$ cat config.mk
export PLATFORM = sky130hd
export DESIGN_NAME = motor_bus_master
export DESIGN_NICKNAME = d
export VERILOG_FILES = /design/src/motor_bus_pkg.sv /design/src/bus_poller.sv /design/src/frame_receiver.sv /design/src/frame_sender.sv /design/src/motor_bus_master.sv /design/src/motor_regs.sv /design/src/uart_rx.sv /design/src/uart_tx.sv
export VERILOG_INCLUDE_DIRS = /design/src
export SDC_FILE = /design/constraint.sdc
export NUM_CORES = 1
export LEC_CHECK = 0
export BUFFER_PORTS_ARGS = -buffer_cell sky130_fd_sc_hd__buf_2
export CORE_MARGIN = 2
export CORE_UTILIZATION = 43
export DETAILED_ROUTE_END_ITERATION = 8
export HOLD_SLACK_MARGIN = 0.08
export PLACE_DENSITY_LB_ADDON = 0.25
export SYNTH_ARGS = -nofsm -noshare
export SYNTH_HDL_FRONTEND = slang
export SYNTH_HIERARCHICAL = 1
export SYNTH_SLANG_ARGS = --single-unit
$ cat constraint.sdc
create_clock -name clk -period 14.3 [get_ports clk]
set_input_delay 2.86 -clock clk [delete_from_list [all_inputs] [get_ports clk]]
set_output_delay 2.86 -clock clk [all_outputs]
set_load 0.05 [all_outputs]
$ cat src/motor_bus_params.svh
`ifndef MOTOR_BUS_PARAMS_SVH
`define MOTOR_BUS_PARAMS_SVH

`define NUM_MOTORS          4
`define BIT_CYCLES          8
`define POLL_GAP_CYCLES     (16 * `BIT_CYCLES)
`define REQ_FRAME_LEN       7
`define CMD_FRAME_LEN       11
`define RESP_FRAME_LEN      23
`define RESP_TIMEOUT_CYCLES (`RESP_FRAME_LEN * 10 * `BIT_CYCLES + 40 * `BIT_CYCLES)

`define REQ_HEADER  32'h1CE1CEBB
`define CMD_HEADER  32'hCAFEBABE
`define RESP_HEADER 32'hDABAD000

`endif

$ cat src/motor_bus_pkg.sv
`include "motor_bus_params.svh"

package motor_bus_pkg;
	typedef logic [$clog2(`NUM_MOTORS)-1:0] motor_idx_t;

	// host address is {motor index, register select}
	localparam int ADR_WIDTH = $bits(motor_idx_t) + 3;

	typedef enum logic [1:0] {KIND_REQUEST, KIND_COMMAND} frame_kind_e;

	typedef enum logic [2:0] {
		RES_NEVER, RES_OK, RES_TIMEOUT, RES_BAD_CRC, RES_WRONG_ID
	} poll_result_e;

	typedef enum logic [2:0] {
		REG_SETPOINT, REG_ID, REG_ECHO, REG_POSITION, REG_VELOCITY, REG_DUTY, REG_RESULT
	} reg_sel_e;

	typedef struct packed {
		logic [7:0]         id;
		logic signed [31:0] setpoint;
	} motor_cfg_t;

	typedef struct packed {
		logic signed [31:0] setpoint;
		logic signed [31:0] position;
		logic signed [31:0] velocity;
		logic signed [31:0] duty;
	} motor_status_t;

	typedef struct packed {
		frame_kind_e        kind;
		logic [7:0]         id;
		logic signed [31:0] setpoint;
	} frame_req_t;

	// ccitt poly 0x1021, msb first
	function automatic logic [15:0] crc16_step(input logic [15:0] crc, input logic [7:0] data);
		logic [15:0] c;
		c = crc ^ {data, 8'h00};
		for (int i = 0; i < 8; i++)
			c = c[15] ? ({c[14:0], 1'b0} ^ 16'h1021) : {c[14:0], 1'b0};
		return c;
	endfunction
endpackage

$ cat src/bus_poller.sv
`timescale 1ns/100ps
`include "motor_bus_params.svh"

module bus_poller (
	input  logic                        clk,
	input  logic                        reset,
	input  motor_bus_pkg::motor_cfg_t   cfg,
	output motor_bus_pkg::motor_idx_t   sel,
	output motor_bus_pkg::frame_req_t   req,
	output logic                        send,
	input  logic                        sender_busy,
	output logic                        arm,
	output logic [7:0]                  expect_id,
	output logic                        abort,
	input  logic                        rx_done,
	input  motor_bus_pkg::poll_result_e rx_result,
	input  logic signed [31:0]          rx_setpoint,
	output logic                        timeout_mark
);
	import motor_bus_pkg::*;

	typedef enum logic [2:0] {ST_GAP, ST_REQUEST, ST_AWAIT, ST_COMMAND, ST_NEXT} poll_state_e;

	localparam int CW = $clog2(`RESP_TIMEOUT_CYCLES + `POLL_GAP_CYCLES);

	poll_state_e   state;
	logic [CW-1:0] cnt;
	logic          issued;
	logic          expired;

	assign expired = (state == ST_AWAIT) && !rx_done && !sender_busy
		&& (cnt == CW'(`RESP_TIMEOUT_CYCLES - 1));
	assign send = !sender_busy && (state == ST_REQUEST || (state == ST_COMMAND && !issued));
	assign arm = send && (state == ST_REQUEST);
	assign abort = expired;
	assign timeout_mark = expired;
	assign expect_id = cfg.id;
	assign req = '{kind: (state == ST_COMMAND) ? KIND_COMMAND : KIND_REQUEST,
		id: cfg.id, setpoint: cfg.setpoint};

	always_ff @(posedge clk or posedge reset) begin
		if (reset) begin
			state <= ST_GAP;
			cnt <= '0;
			sel <= '0;
			issued <= 1'b0;
		end else begin
			case (state)
				ST_GAP: begin
					cnt <= cnt + 1'b1;
					if (cnt == CW'(`POLL_GAP_CYCLES - 1))
						state <= ST_REQUEST;
				end
				ST_REQUEST: begin
					if (send) begin
						state <= ST_AWAIT;
						cnt <= '0;
					end
				end
				ST_AWAIT: begin
					if (!sender_busy)
						cnt <= cnt + 1'b1; // timeout runs once the request is out
					if (rx_done) begin
						issued <= 1'b0;
						if (rx_result == RES_OK && rx_setpoint != cfg.setpoint)
							state <= ST_COMMAND;
						else
							state <= ST_NEXT;
					end else if (expired)
						state <= ST_NEXT;
				end
				ST_COMMAND: begin
					if (send)
						issued <= 1'b1;
					else if (issued && !sender_busy)
						state <= ST_NEXT;
				end
				ST_NEXT: begin
					sel <= (sel == motor_idx_t'(`NUM_MOTORS - 1)) ? '0 : sel + 1'b1;
					cnt <= '0;
					state <= ST_GAP;
				end
				default: state <= ST_GAP;
			endcase
		end
	end
endmodule

$ cat src/frame_receiver.sv
`timescale 1ns/100ps
`include "motor_bus_params.svh"

module frame_receiver (
	input  logic                         clk,
	input  logic                         reset,
	input  logic [7:0]                   byte_data,
	input  logic                         byte_valid,
	input  logic                         arm,
	input  logic                         abort,
	input  logic [7:0]                   expect_id,
	output logic                         done,
	output motor_bus_pkg::poll_result_e  result,
	output motor_bus_pkg::motor_status_t status
);
	import motor_bus_pkg::*;

	typedef enum logic [1:0] {RX_IDLE, RX_HUNT, RX_COLLECT} rx_state_e;

	rx_state_e    state;
	logic [4:0]   cnt;
	logic [31:0]  window;
	logic [31:0]  next_window;
	logic [135:0] body; // id, then setpoint echo, position, velocity, duty
	logic [15:0]  crc;
	logic [7:0]   crc_hi;

	assign next_window = {window[23:0], byte_data};
	assign status = motor_status_t'(body[127:0]);

	always_ff @(posedge clk or posedge reset) begin
		if (reset) begin
			state <= RX_IDLE;
			cnt <= '0;
			done <= 1'b0;
			result <= RES_NEVER;
		end else begin
			done <= 1'b0;
			if (abort)
				state <= RX_IDLE;
			else if (arm)
				state <= RX_HUNT;
			else begin
				case (state)
					RX_HUNT: begin
						if (byte_valid && next_window == `RESP_HEADER) begin
							state <= RX_COLLECT;
							cnt <= 5'd4;
						end
					end
					RX_COLLECT: begin
						if (byte_valid) begin
							cnt <= cnt + 1'b1;
							if (cnt == 5'(`RESP_FRAME_LEN - 1)) begin
								state <= RX_IDLE;
								done <= 1'b1;
								if ({crc_hi, byte_data} != crc)
									result <= RES_BAD_CRC;
								else if (body[135:128] != expect_id)
									result <= RES_WRONG_ID;
								else
									result <= RES_OK;
							end
						end
					end
					default: ;
				endcase
			end
		end
	end

	always_ff @(posedge clk) begin
		if (arm)
			window <= '0; // forget bytes of the previous frame
		else if (state == RX_HUNT && byte_valid)
			window <= next_window;
		if (state == RX_HUNT) begin
			crc <= 16'hFFFF;
		end else if (state == RX_COLLECT && byte_valid) begin
			if (cnt < 5'(`RESP_FRAME_LEN - 2)) begin
				crc <= crc16_step(crc, byte_data);
				body <= {body[127:0], byte_data};
			end else if (cnt == 5'(`RESP_FRAME_LEN - 2))
				crc_hi <= byte_data;
		end
	end

	a_cnt_in_frame: assert property (@(posedge clk) disable iff (reset)
		state == RX_COLLECT |-> cnt < 5'(`RESP_FRAME_LEN));
endmodule

$ cat src/frame_sender.sv
`timescale 1ns/100ps
`include "motor_bus_params.svh"

module frame_sender (
	input  logic                     clk,
	input  logic                     reset,
	input  motor_bus_pkg::frame_req_t req,
	input  logic                     send,
	output logic                     busy,
	output logic [7:0]               byte_data,
	output logic                     byte_start,
	input  logic                     uart_busy
);
	import motor_bus_pkg::*;

	frame_req_t  cur;
	logic        sending;
	logic [3:0]  idx;
	logic [3:0]  len;
	logic [31:0] hdr;
	logic [1:0]  sp_sel;
	logic [15:0] crc;

	assign busy = sending || uart_busy;
	assign byte_start = sending && !uart_busy;
	assign hdr = (cur.kind == KIND_COMMAND) ? `CMD_HEADER : `REQ_HEADER;
	assign len = (cur.kind == KIND_COMMAND) ? 4'(`CMD_FRAME_LEN) : 4'(`REQ_FRAME_LEN);
	assign sp_sel = 2'(idx - 4'd5);

	always_comb begin
		if (idx < 4'd4)
			byte_data = hdr[31 - 8 * idx[1:0] -: 8];
		else if (idx == 4'd4)
			byte_data = cur.id;
		else if (idx == len - 4'd2)
			byte_data = crc[15:8];
		else if (idx == len - 4'd1)
			byte_data = crc[7:0];
		else
			byte_data = cur.setpoint[31 - 8 * sp_sel -: 8]; // command only
	end

	always_ff @(posedge clk or posedge reset) begin
		if (reset) begin
			sending <= 1'b0;
			idx <= '0;
		end else if (send && !sending) begin
			sending <= 1'b1;
			idx <= '0;
		end else if (byte_start) begin
			idx <= idx + 1'b1;
			if (idx == len - 4'd1)
				sending <= 1'b0;
		end
	end

	// crc over id and payload, header excluded
	always_ff @(posedge clk) begin
		if (send && !sending) begin
			cur <= req;
			crc <= 16'hFFFF;
		end else if (byte_start && idx >= 4'd4 && idx < len - 4'd2) begin
			crc <= crc16_step(crc, byte_data);
		end
	end
endmodule

$ cat src/motor_bus_master.sv
`timescale 1ns/100ps

module motor_bus_master (
	input  logic                                clk,
	input  logic                                reset,
	input  logic                                cyc,
	input  logic                                stb,
	input  logic                                we,
	input  logic [motor_bus_pkg::ADR_WIDTH-1:0] adr,
	input  logic [31:0]                         dat_w,
	output logic [31:0]                         dat_r,
	output logic                                ack,
	output logic                                tx_o,
	output logic                                tx_enable,
	input  logic                                rx_i
);
	import motor_bus_pkg::*;

	motor_idx_t    sel;
	motor_cfg_t    cfg;
	frame_req_t    req;
	motor_status_t rx_status;
	poll_result_e  rx_result;
	logic          send, sender_busy;
	logic          arm, abort, rx_done, timeout_mark;
	logic [7:0]    expect_id;
	logic [7:0]    tx_byte, rx_byte;
	logic          tx_start, tx_busy, rx_valid;

	motor_regs u_regs (.clk, .reset, .cyc, .stb, .we, .adr, .dat_w, .dat_r, .ack,
		.sel, .cfg, .status(rx_status), .result(rx_result),
		.status_done(rx_done), .timeout_mark);

	bus_poller u_poller (.clk, .reset, .cfg, .sel, .req, .send, .sender_busy,
		.arm, .expect_id, .abort, .rx_done, .rx_result,
		.rx_setpoint(rx_status.setpoint), .timeout_mark);

	frame_sender u_sender (.clk, .reset, .req, .send, .busy(sender_busy),
		.byte_data(tx_byte), .byte_start(tx_start), .uart_busy(tx_busy));

	uart_tx u_tx (.clk, .reset, .byte_data(tx_byte), .byte_start(tx_start),
		.busy(tx_busy), .tx_o, .tx_enable);

	uart_rx u_rx (.clk, .reset, .rx_i, .byte_data(rx_byte), .byte_valid(rx_valid));

	frame_receiver u_recv (.clk, .reset, .byte_data(rx_byte), .byte_valid(rx_valid),
		.arm, .abort, .expect_id, .done(rx_done), .result(rx_result), .status(rx_status));
endmodule

$ cat src/motor_regs.sv
`timescale 1ns/100ps
`include "motor_bus_params.svh"

module motor_regs (
	input  logic                                clk,
	input  logic                                reset,
	input  logic                                cyc,
	input  logic                                stb,
	input  logic                                we,
	input  logic [motor_bus_pkg::ADR_WIDTH-1:0] adr,
	input  logic [31:0]                         dat_w,
	output logic [31:0]                         dat_r,
	output logic                                ack,
	input  motor_bus_pkg::motor_idx_t           sel,
	output motor_bus_pkg::motor_cfg_t           cfg,
	input  motor_bus_pkg::motor_status_t        status,
	input  motor_bus_pkg::poll_result_e         result,
	input  logic                                status_done,
	input  logic                                timeout_mark
);
	import motor_bus_pkg::*;

	motor_cfg_t    cfg_mem    [`NUM_MOTORS];
	motor_status_t status_mem [`NUM_MOTORS];
	poll_result_e  result_mem [`NUM_MOTORS];
	motor_idx_t    midx;
	reg_sel_e      rsel;
	logic          access;

	assign midx = adr[ADR_WIDTH-1:3];
	assign rsel = reg_sel_e'(adr[2:0]);
	assign access = cyc && stb && !ack; // one ack per request
	assign cfg = cfg_mem[sel];

	always_ff @(posedge clk or posedge reset) begin
		if (reset) begin
			ack <= 1'b0;
			for (int i = 0; i < `NUM_MOTORS; i++) begin
				cfg_mem[i] <= '0;
				result_mem[i] <= RES_NEVER;
			end
		end else begin
			ack <= access;
			if (access && we) begin
				case (rsel)
					REG_SETPOINT: cfg_mem[midx].setpoint <= dat_w;
					REG_ID:       cfg_mem[midx].id <= dat_w[7:0];
					default: ;
				endcase
			end
			if (status_done)
				result_mem[sel] <= result;
			else if (timeout_mark)
				result_mem[sel] <= RES_TIMEOUT;
		end
	end

	always_ff @(posedge clk) begin
		if (status_done && result == RES_OK)
			status_mem[sel] <= status; // failed polls keep the old status
		if (access && !we) begin
			case (rsel)
				REG_SETPOINT: dat_r <= cfg_mem[midx].setpoint;
				REG_ID:       dat_r <= {24'h0, cfg_mem[midx].id};
				REG_ECHO:     dat_r <= status_mem[midx].setpoint;
				REG_POSITION: dat_r <= status_mem[midx].position;
				REG_VELOCITY: dat_r <= status_mem[midx].velocity;
				REG_DUTY:     dat_r <= status_mem[midx].duty;
				REG_RESULT:   dat_r <= 32'(result_mem[midx]);
				default:      dat_r <= '0;
			endcase
		end
	end

	a_ack_needs_stb: assert property (@(posedge clk) disable iff (reset)
		ack |-> cyc && stb);
endmodule

$ cat src/uart_rx.sv
`timescale 1ns/100ps
`include "motor_bus_params.svh"

module uart_rx (
	input  logic       clk,
	input  logic       reset,
	input  logic       rx_i,
	output logic [7:0] byte_data,
	output logic       byte_valid
);
	localparam int TW = $clog2(`BIT_CYCLES + 1);

	logic [1:0]    sync;
	logic          rx_s;
	logic          rx_prev;
	logic          active;
	logic [TW-1:0] tick;
	logic [3:0]    bit_idx;
	logic [7:0]    shreg;
	logic          mid;
	logic          last_tick;

	assign rx_s = sync[1];
	assign mid = (tick == TW'(`BIT_CYCLES / 2));
	assign last_tick = (tick == TW'(`BIT_CYCLES - 1));
	assign byte_data = shreg;

	always_ff @(posedge clk or posedge reset) begin
		if (reset) begin
			sync <= 2'b11;
			rx_prev <= 1'b1;
			active <= 1'b0;
			tick <= '0;
			bit_idx <= '0;
			byte_valid <= 1'b0;
		end else begin
			sync <= {sync[0], rx_i};
			rx_prev <= rx_s;
			byte_valid <= 1'b0;
			if (!active) begin
				if (rx_prev && !rx_s) begin // falling edge of start bit
					active <= 1'b1;
					tick <= TW'(1);
					bit_idx <= '0;
				end
			end else begin
				tick <= last_tick ? '0 : tick + 1'b1;
				if (last_tick)
					bit_idx <= bit_idx + 1'b1;
				if (mid && bit_idx == 4'd0 && rx_s)
					active <= 1'b0; // glitch, not a start bit
				else if (mid && bit_idx == 4'd9) begin
					active <= 1'b0;
					byte_valid <= rx_s; // bad stop bit drops the byte
				end
			end
		end
	end

	always_ff @(posedge clk) begin
		if (active && mid && bit_idx >= 4'd1 && bit_idx <= 4'd8)
			shreg <= {rx_s, shreg[7:1]}; // lsb first
	end
endmodule

$ cat src/uart_tx.sv
`timescale 1ns/100ps
`include "motor_bus_params.svh"

module uart_tx (
	input  logic       clk,
	input  logic       reset,
	input  logic [7:0] byte_data,
	input  logic       byte_start,
	output logic       busy,
	output logic       tx_o,
	output logic       tx_enable
);
	localparam int TW = $clog2(`BIT_CYCLES + 1);

	logic [9:0]    shreg;
	logic [TW-1:0] tick;
	logic [3:0]    bit_idx; // 0 start, 1..8 data, 9 stop, 10 idle bit
	logic          active;
	logic          last_tick;

	assign last_tick = (tick == TW'(`BIT_CYCLES - 1));
	// free already in the last stop cycle so the next byte follows without a gap
	assign busy = active && (bit_idx < 4'd9 || (bit_idx == 4'd9 && !last_tick));
	assign tx_o = active ? shreg[0] : 1'b1;
	assign tx_enable = active;

	always_ff @(posedge clk or posedge reset) begin
		if (reset) begin
			active <= 1'b0;
			tick <= '0;
			bit_idx <= '0;
		end else if (byte_start) begin
			active <= 1'b1;
			tick <= '0;
			bit_idx <= '0;
		end else if (active) begin
			tick <= last_tick ? '0 : tick + 1'b1;
			if (last_tick) begin
				bit_idx <= bit_idx + 1'b1;
				if (bit_idx == 4'd10)
					active <= 1'b0; // transceiver released after idle bit
			end
		end
	end

	always_ff @(posedge clk) begin
		if (byte_start)
			shreg <= {1'b1, byte_data, 1'b0};
		else if (active && last_tick)
			shreg <= {1'b1, shreg[9:1]};
	end

	a_no_start_while_busy: assert property (@(posedge clk) disable iff (reset)
		byte_start |-> !busy);
endmodule
* Word level (Yosys, flattened, before mapping)
Memory sizes are Yosys's and may differ from the RTL's.
Index checks and enable logic that the tools add are counted.
** Cells by class
- Add/sub/neg operators :: 13
- Order comparisons :: 11
- Equal/unequal tests :: 46
- Shift-type cells :: 2
- Multiplexer cells :: 109
- Bitwise logic cells :: 27
- Reduce and logical (&&, ||, !) cells :: 72
** Operators with widths (number)
- bitwise mux 160 bit :: 2
- case mux 160 bit (2 select lines) :: 1
- case mux 32 bit (7 select lines) :: 1
- two-way mux 13 bit :: 16
- two-way mux 40 bit :: 5
- binary-select mux 40 bit (select 2 bit) :: 2
- demux 40 bit (select 2 bit) :: 2
- variable part select 39 x 33 -> 8 bit :: 2
- two-way mux 32 bit :: 2
- two-way mux 4 bit :: 15
- two-way mux 12 bit :: 4
- inverter 3 bit :: 16
- case mux 12 bit (4 select lines) :: 1
- two-way mux 3 bit :: 12
- == test 32 bit (second input constant) :: 1
- logical AND 1 bit :: 32
- two-way mux 8 bit :: 4
- inequality test 32 bit :: 1
- XOR 16 bit :: 2
- two-way mux 1 bit :: 25
- adder 4 x 1 -> 4 bit (second input constant) :: 5
- nonzero test 2 bit :: 10
- two-way mux 9 bit :: 2
- == test 4 x 3 -> 1 bit (second input constant) :: 4
- 56 further kinds :: 113
** Storage, ports and cells
- Register bits after elaboration :: 520
- Memory bits (writable) :: 512
- Word-level logic and storage cells :: 325
- Memories :: 1
** Memory list
- u_regs.status_mem :: words 4, bits a word 128, rd ports 1, clocked after Yosys merged registers in 0, write ports 1, line motor_regs.sv:24 : motor_status_t status_mem [`NUM_MOTORS];

* Depth between registers and ports, before layout
- Depth after elaboration :: 25
- Gate-level depth with buffers :: 14
- Gate-level depth less buffers :: 13

* Cells and area by module
The synthesis kept the hierarchy.
** By module, submodules not included
- motor_regs :: times used 1, cells each 1504, area an instance 29434.5 µm², seq. area each 20664.8 µm²
- frame_receiver :: times used 1, cells each 565, area an instance 7891.3 µm², seq. area each 5400.2 µm²
- frame_sender :: times used 1, cells each 262, area an instance 3211.8 µm², seq. area each 1706.6 µm²
- bus_poller :: times used 1, cells each 217, area an instance 1808.0 µm², seq. area each 450.4 µm²
- uart_tx :: times used 1, cells each 92, area an instance 955.9 µm², seq. area each 485.5 µm²
- uart_rx :: times used 1, cells each 70, area an instance 903.4 µm², seq. area each 569.3 µm²

* Worst setup path before layout
Ideal clock, no wire load.
- Kind :: reg2reg
- Start point :: register u_poller.sel[0]
- End point :: memory u_regs/status_mem[0][0] in the netlist's numbering (enable)
- Arrival time :: 9.517 ns
- Data required time :: 13.528 ns
- Slack :: 4.011 ns
- Stages on the path, launching flop included :: 4
- Buffers on the path :: 2
- Clock period less this slack :: 10.289 ns
- Path through :: dfrtp_1 > buf_2 > buf_2 > nor3_1
** RTL lines
- start: declaration :: line bus_poller.sv:8 : output motor_bus_pkg::motor_idx_t sel,
- start signal: assignment :: line bus_poller.sv:79 : sel <= (sel == motor_idx_t'(`NUM_MOTORS - 1)) ? '0 : sel + 1'b1;
- end: declaration :: line motor_regs.sv:24
Straight into the memory's write port.

* Worst setup path after layout
- Start point :: input adr[3] in the netlist's numbering
- End point :: register u_regs.dat_r[8] (data pin)
** Between the ends
- Word-level cells in the longest chain between the ends :: 5
** RTL lines
- start: declaration :: line motor_bus_master.sv:9 : input logic [motor_bus_pkg::ADR_WIDTH-1:0] adr,
- inverter 2 -> 3 bit (not written as such) :: line motor_regs.sv:63 : REG_SETPOINT: dat_r <= cfg_mem[midx].setpoint;
- binary-select mux 40 bit (select 2 bit) :: line motor_regs.sv:63
- two-way mux 40 bit (not written as such) (2 in a row) :: line motor_regs.sv:63
- case mux 32 bit (7 select lines) * :: line motor_regs.sv:62 : case (rsel)
- end signal: assignment :: line motor_regs.sv:63
- end signal: assignment :: line motor_regs.sv:64 : REG_ID: dat_r <= {24'h0, cfg_mem[midx].id};
- end signal: assignment :: line motor_regs.sv:65 : REG_ECHO: dat_r <= status_mem[midx].setpoint;
- end: declaration :: line motor_regs.sv:12 : output logic [31:0] dat_r,
Mark *: on every way between the ends. The rest lies on a longest branch, timed or not. The select of a mux whose other input is x is not followed.
A chain may end at the register's enable or synchronous reset.

==> impl_summary.log <==
[metrics] result of the run: finished, final reports clean
[metrics] CTS tree: built
[metrics] Internal: 4.970 mW
[metrics] switching share of power: 21.83%
[metrics] Ys Warns: 6
[metrics] slew at the pin closest to its max-slew limit: 1319 ps
[metrics] top cell type's share of synthesized area: 50.68%
[metrics] Worst setup SP type: input port
[metrics] Final Slew Violations: 0
[metrics] CTS buffer count: 103
[metrics] clock net sink count: 1032
[metrics] Clk Latency, worst-skew pair: 680 ps
[metrics] EDFF count, synth: 746
[metrics] wire length per cell after detailed routing: 26.08 um
[metrics] layout cell share with drive strength beyond 1: 23.79%
[metrics] floorplan die area: 105400 sq um
[metrics] drt total wl: 106200 um
[metrics] H-tree level count: 3
[metrics] Comb power frac: 5.1%
[metrics] number of cells traversed by the worst hold path: 0
[metrics] buffers inserted by post-CTS timing repair: 0
[metrics] Layout Area Growth over Synthesis: 8.619%
[metrics] setup clock skew after layout: 23.16 ps
[metrics] total count of hold-check failures in the final report: 0
[metrics] via count normalized by instance count: 5.714
[metrics] Synth Area per Inst: 16.31 sq um
[metrics] maximum ir drop on the vdd rail: 97.35 uV
[metrics] maxcap violations: 0
[metrics] Hold Crit Class: reg2reg
[metrics] syn_nets: 2779
[metrics] number of antenna violations at the first check in global routing: 9
[metrics] vias in the first global route: 23550
[metrics] setup_tns: 0 ps
[metrics] TritonRoute pass-1 iters: 5
[metrics] number of distinct standard cells referenced by the synthesized netlist: 95
[metrics] top fanout value on the critical path: 111
[metrics] prevailing post-synth register cell: edfxtp_1
[metrics] CTS-repair resized insts: 0
[metrics] Chip Height: 324.6 um
[metrics] final number of setup-violating endpoints: 0
[metrics] Initial DRC Count: 2259
[metrics] count of nets left with antenna violations after detail routing: 0
[metrics] final critical-path share of the clock period: 40.24%
[metrics] fraction of registers with async set or reset after synthesis: 22.19%
[metrics] Pwr per Cell Area: 132.4 nW/um^2
[metrics] wire length of the first global-routing pass: 157500 um
[metrics] capturing element type of the critical path: flop
[metrics] static leakage: 17.41 nW
[metrics] DIE WIDTH: 324.6 um
[metrics] part of the total power dissipated in the clock network: 43.2%
[metrics] worst hold margin: 356.2 ps
[metrics] clock period minus final worst setup slack: 5754 ps
[metrics] number of DRC violations after detailed routing: 0
[metrics] post-synthesis cell type with the largest combined area: edfxtp_1
[metrics] count of boundary I/O pins: 78
[metrics] placed wire-length estimate after detailed placement: 67510 um
[metrics] global route overflow: 0
[metrics] Worst Path Required: 14690 ps
[metrics] # hold bufs at CTS: 0
[metrics] Core Util, Final: 47.13%
[metrics] area of placed instances: 44550 sq um
[metrics] final design instance area without fill: 48010 sq um
[metrics] Std-Cell Core Area: 101900 sq um
[metrics] arrival time worst endpoint: 6150 ps
[metrics] quantity of I/O buffers inserted on ports: 77
[metrics] initial standard-cell utilization of the core: 43.39%
[metrics] startpoint-to-endpoint class of the critical path: in2reg
[metrics] Clock transition at path regs: 60 ps
[metrics] net count of the finished layout: 2679
[metrics] clock root cell: clkbuf_16
[metrics] GRT Resource Usage Total: 19.98%
[metrics] reg2reg path depth: 10
[metrics] cell row count: 117
[metrics] worst max-slew margin expressed relative to the limit: 11.26%
[metrics] share of synthesized area occupied by flip-flops and latches: 66.23%
[metrics] unrepaired setup endpoints after global routing: no
[metrics] number of synthesized register bits: 1032
[metrics] final weighted congestion in routability-driven placement: 0.8228
[metrics] Max Fclk: 0.1738 GHz
[metrics] total number of vias: 23270
[metrics] top post-synthesis cells by area: edfxtp_1 51%, dfrtp_1 13%, mux4_2 8.3%, mux2_2 4.0%, mux2i_1 3.3%
[metrics] Clock Path Buffers: 3
[metrics] count of mapped cells out of synthesis: 2710
[metrics] sequential fraction of design power: 51.7%
[metrics] synthesized cell area: 44200 sq um
[metrics] reported net switching power: 1.388 mW
[metrics] pin count of the biggest net entering global routing: 129
-- kinds of logic after synthesis --
family | after synthesis | synth area share (%)
AO/OA/AOI/OAI | 296 | 4.761
XOR/XNOR | 108 | 2.174
adder cells (fa/ha/maj) | 26 | 0.7359
buffers and inverters | 350 | 5.092
flip-flops | 1032 | 66.23
multiplexers | 475 | 15.84
other | 1 | 0.008483
AND/OR/NAND/NOR | 422 | 5.154
-- power by group through the flow --
stage               clock network, mW  logic [mW]  registers, mW
finish                           2.75       0.321           3.29
global route                     2.92       0.347           3.29
CTS                              2.80       0.325           3.29
detailed placement                  0       0.324           3.35
global placement                    0       0.314           3.34
floorplan                           0       0.238           3.34
-- layout by cell type, fill, tap and decap left out, types with 17 or more instances in the layout --
cell / instances
inv_1: 34
nor2_1: 48
dfxtp_1: 57
clkbuf_16: 106
xnor2_1: 31
a21oi_1: 56
mux2_2: 156
a211o_1: 23
edfxtp_1: 746
xor2_1: 75
nand3_1: 63
nand2_1: 146
mux4_2: 163
dfrtp_1: 224
nand4_1: 17
buf_4: 29
clkinv_2: 20
mux2i_1: 147
o21ai_0: 33
ha_1: 26
clkbuf_1: 24
o211ai_1: 38
buf_2: 75
a22oi_1: 63
-- synthesized netlist by cell type, drive strengths merged, types with 16 or more instances --
cell,count
a211o,23
a21oi,58
a22oi,63
buf,254
clkbuf,59
dfrtp,226
dfxtp,57
edfxtp,746
ha,26
inv,37
mux2,165
mux2i,147
mux4,163
nand2,147
nand2b,16
nand3,67
nand3b,16
nand4,17
nor2,57
nor2b,18
nor4,16
o211ai,38
o21ai,43
xnor2,33
xor2,75
-- layer usage --
metal	global-route usage [%]	part of all wire (%)	vias up
li1	-	-	10080
met5	0	0.012	-
met3	2.772	5.4	166
met4	6.471	2.8	2
met2	33.70	50	681
met1	26.80	42	12330
-- critical path, cell delays in order --
cell and delay [ps]:
buf_8 540, buf_12 690, buf_4 880, mux4_2 610
mux2i_1 150, o211ai_1 100
-- through the flow --
stage               std cells  worst slack, ps  total power [mW]
detailed placement       3873             7748             3.672
floorplan                2710             4011             3.575
finish                   4072             8546             6.358
global route             4071             8258             6.562
global placement         3873             7803             3.657
CTS                      4067             8482             6.415
-- worst paths after layout --
| check | slack, ps | to | start |
|---|---|---|---|
| worst max-delay path | 8550 | u_regs/dat_r[8] | adr[3] |
| worst min-delay path | 360 | u_rx/sync[1] | u_rx/sync[0] |
| worst max register to register | 10480 | u_sender/cur[19] | u_tx/tick[0] |
| worst min register to register | 360 | u_rx/sync[1] | u_rx/sync[0] |
| max in group asynchronous | 9880 | u_regs/cfg_mem[71] | reset |
| min in group asynchronous | 2240 | u_sender/idx[2] | reset |
-- cell type report --
class | count | area, sq um
Timing Repair Buffer | 108 | 659.4
Fill cell | 8633 | 53870
Sequential cell | 1032 | 29280
Tap cell | 1368 | 1712
Clock inverter | 58 | 625.6
Antenna cell | 5 | 12.51
Clock buffer | 136 | 2825
Inverter | 37 | 143.9
Multi-Input combinational cell | 1328 | 12760
-- state kept, by name (all words and copies together), names as in the netlist, 12 cells and up --
register and count:
u_regs/status_mem 512, u_regs/cfg_mem 160, u_recv/body 136, u_sender/cur 42, u_regs/dat_r 32, u_recv/window 24, u_recv/crc 16, u_sender/crc 16
u_poller/cnt 12, u_regs/result_mem 12
No activity file was read; power rests on OpenSTA's default activity.
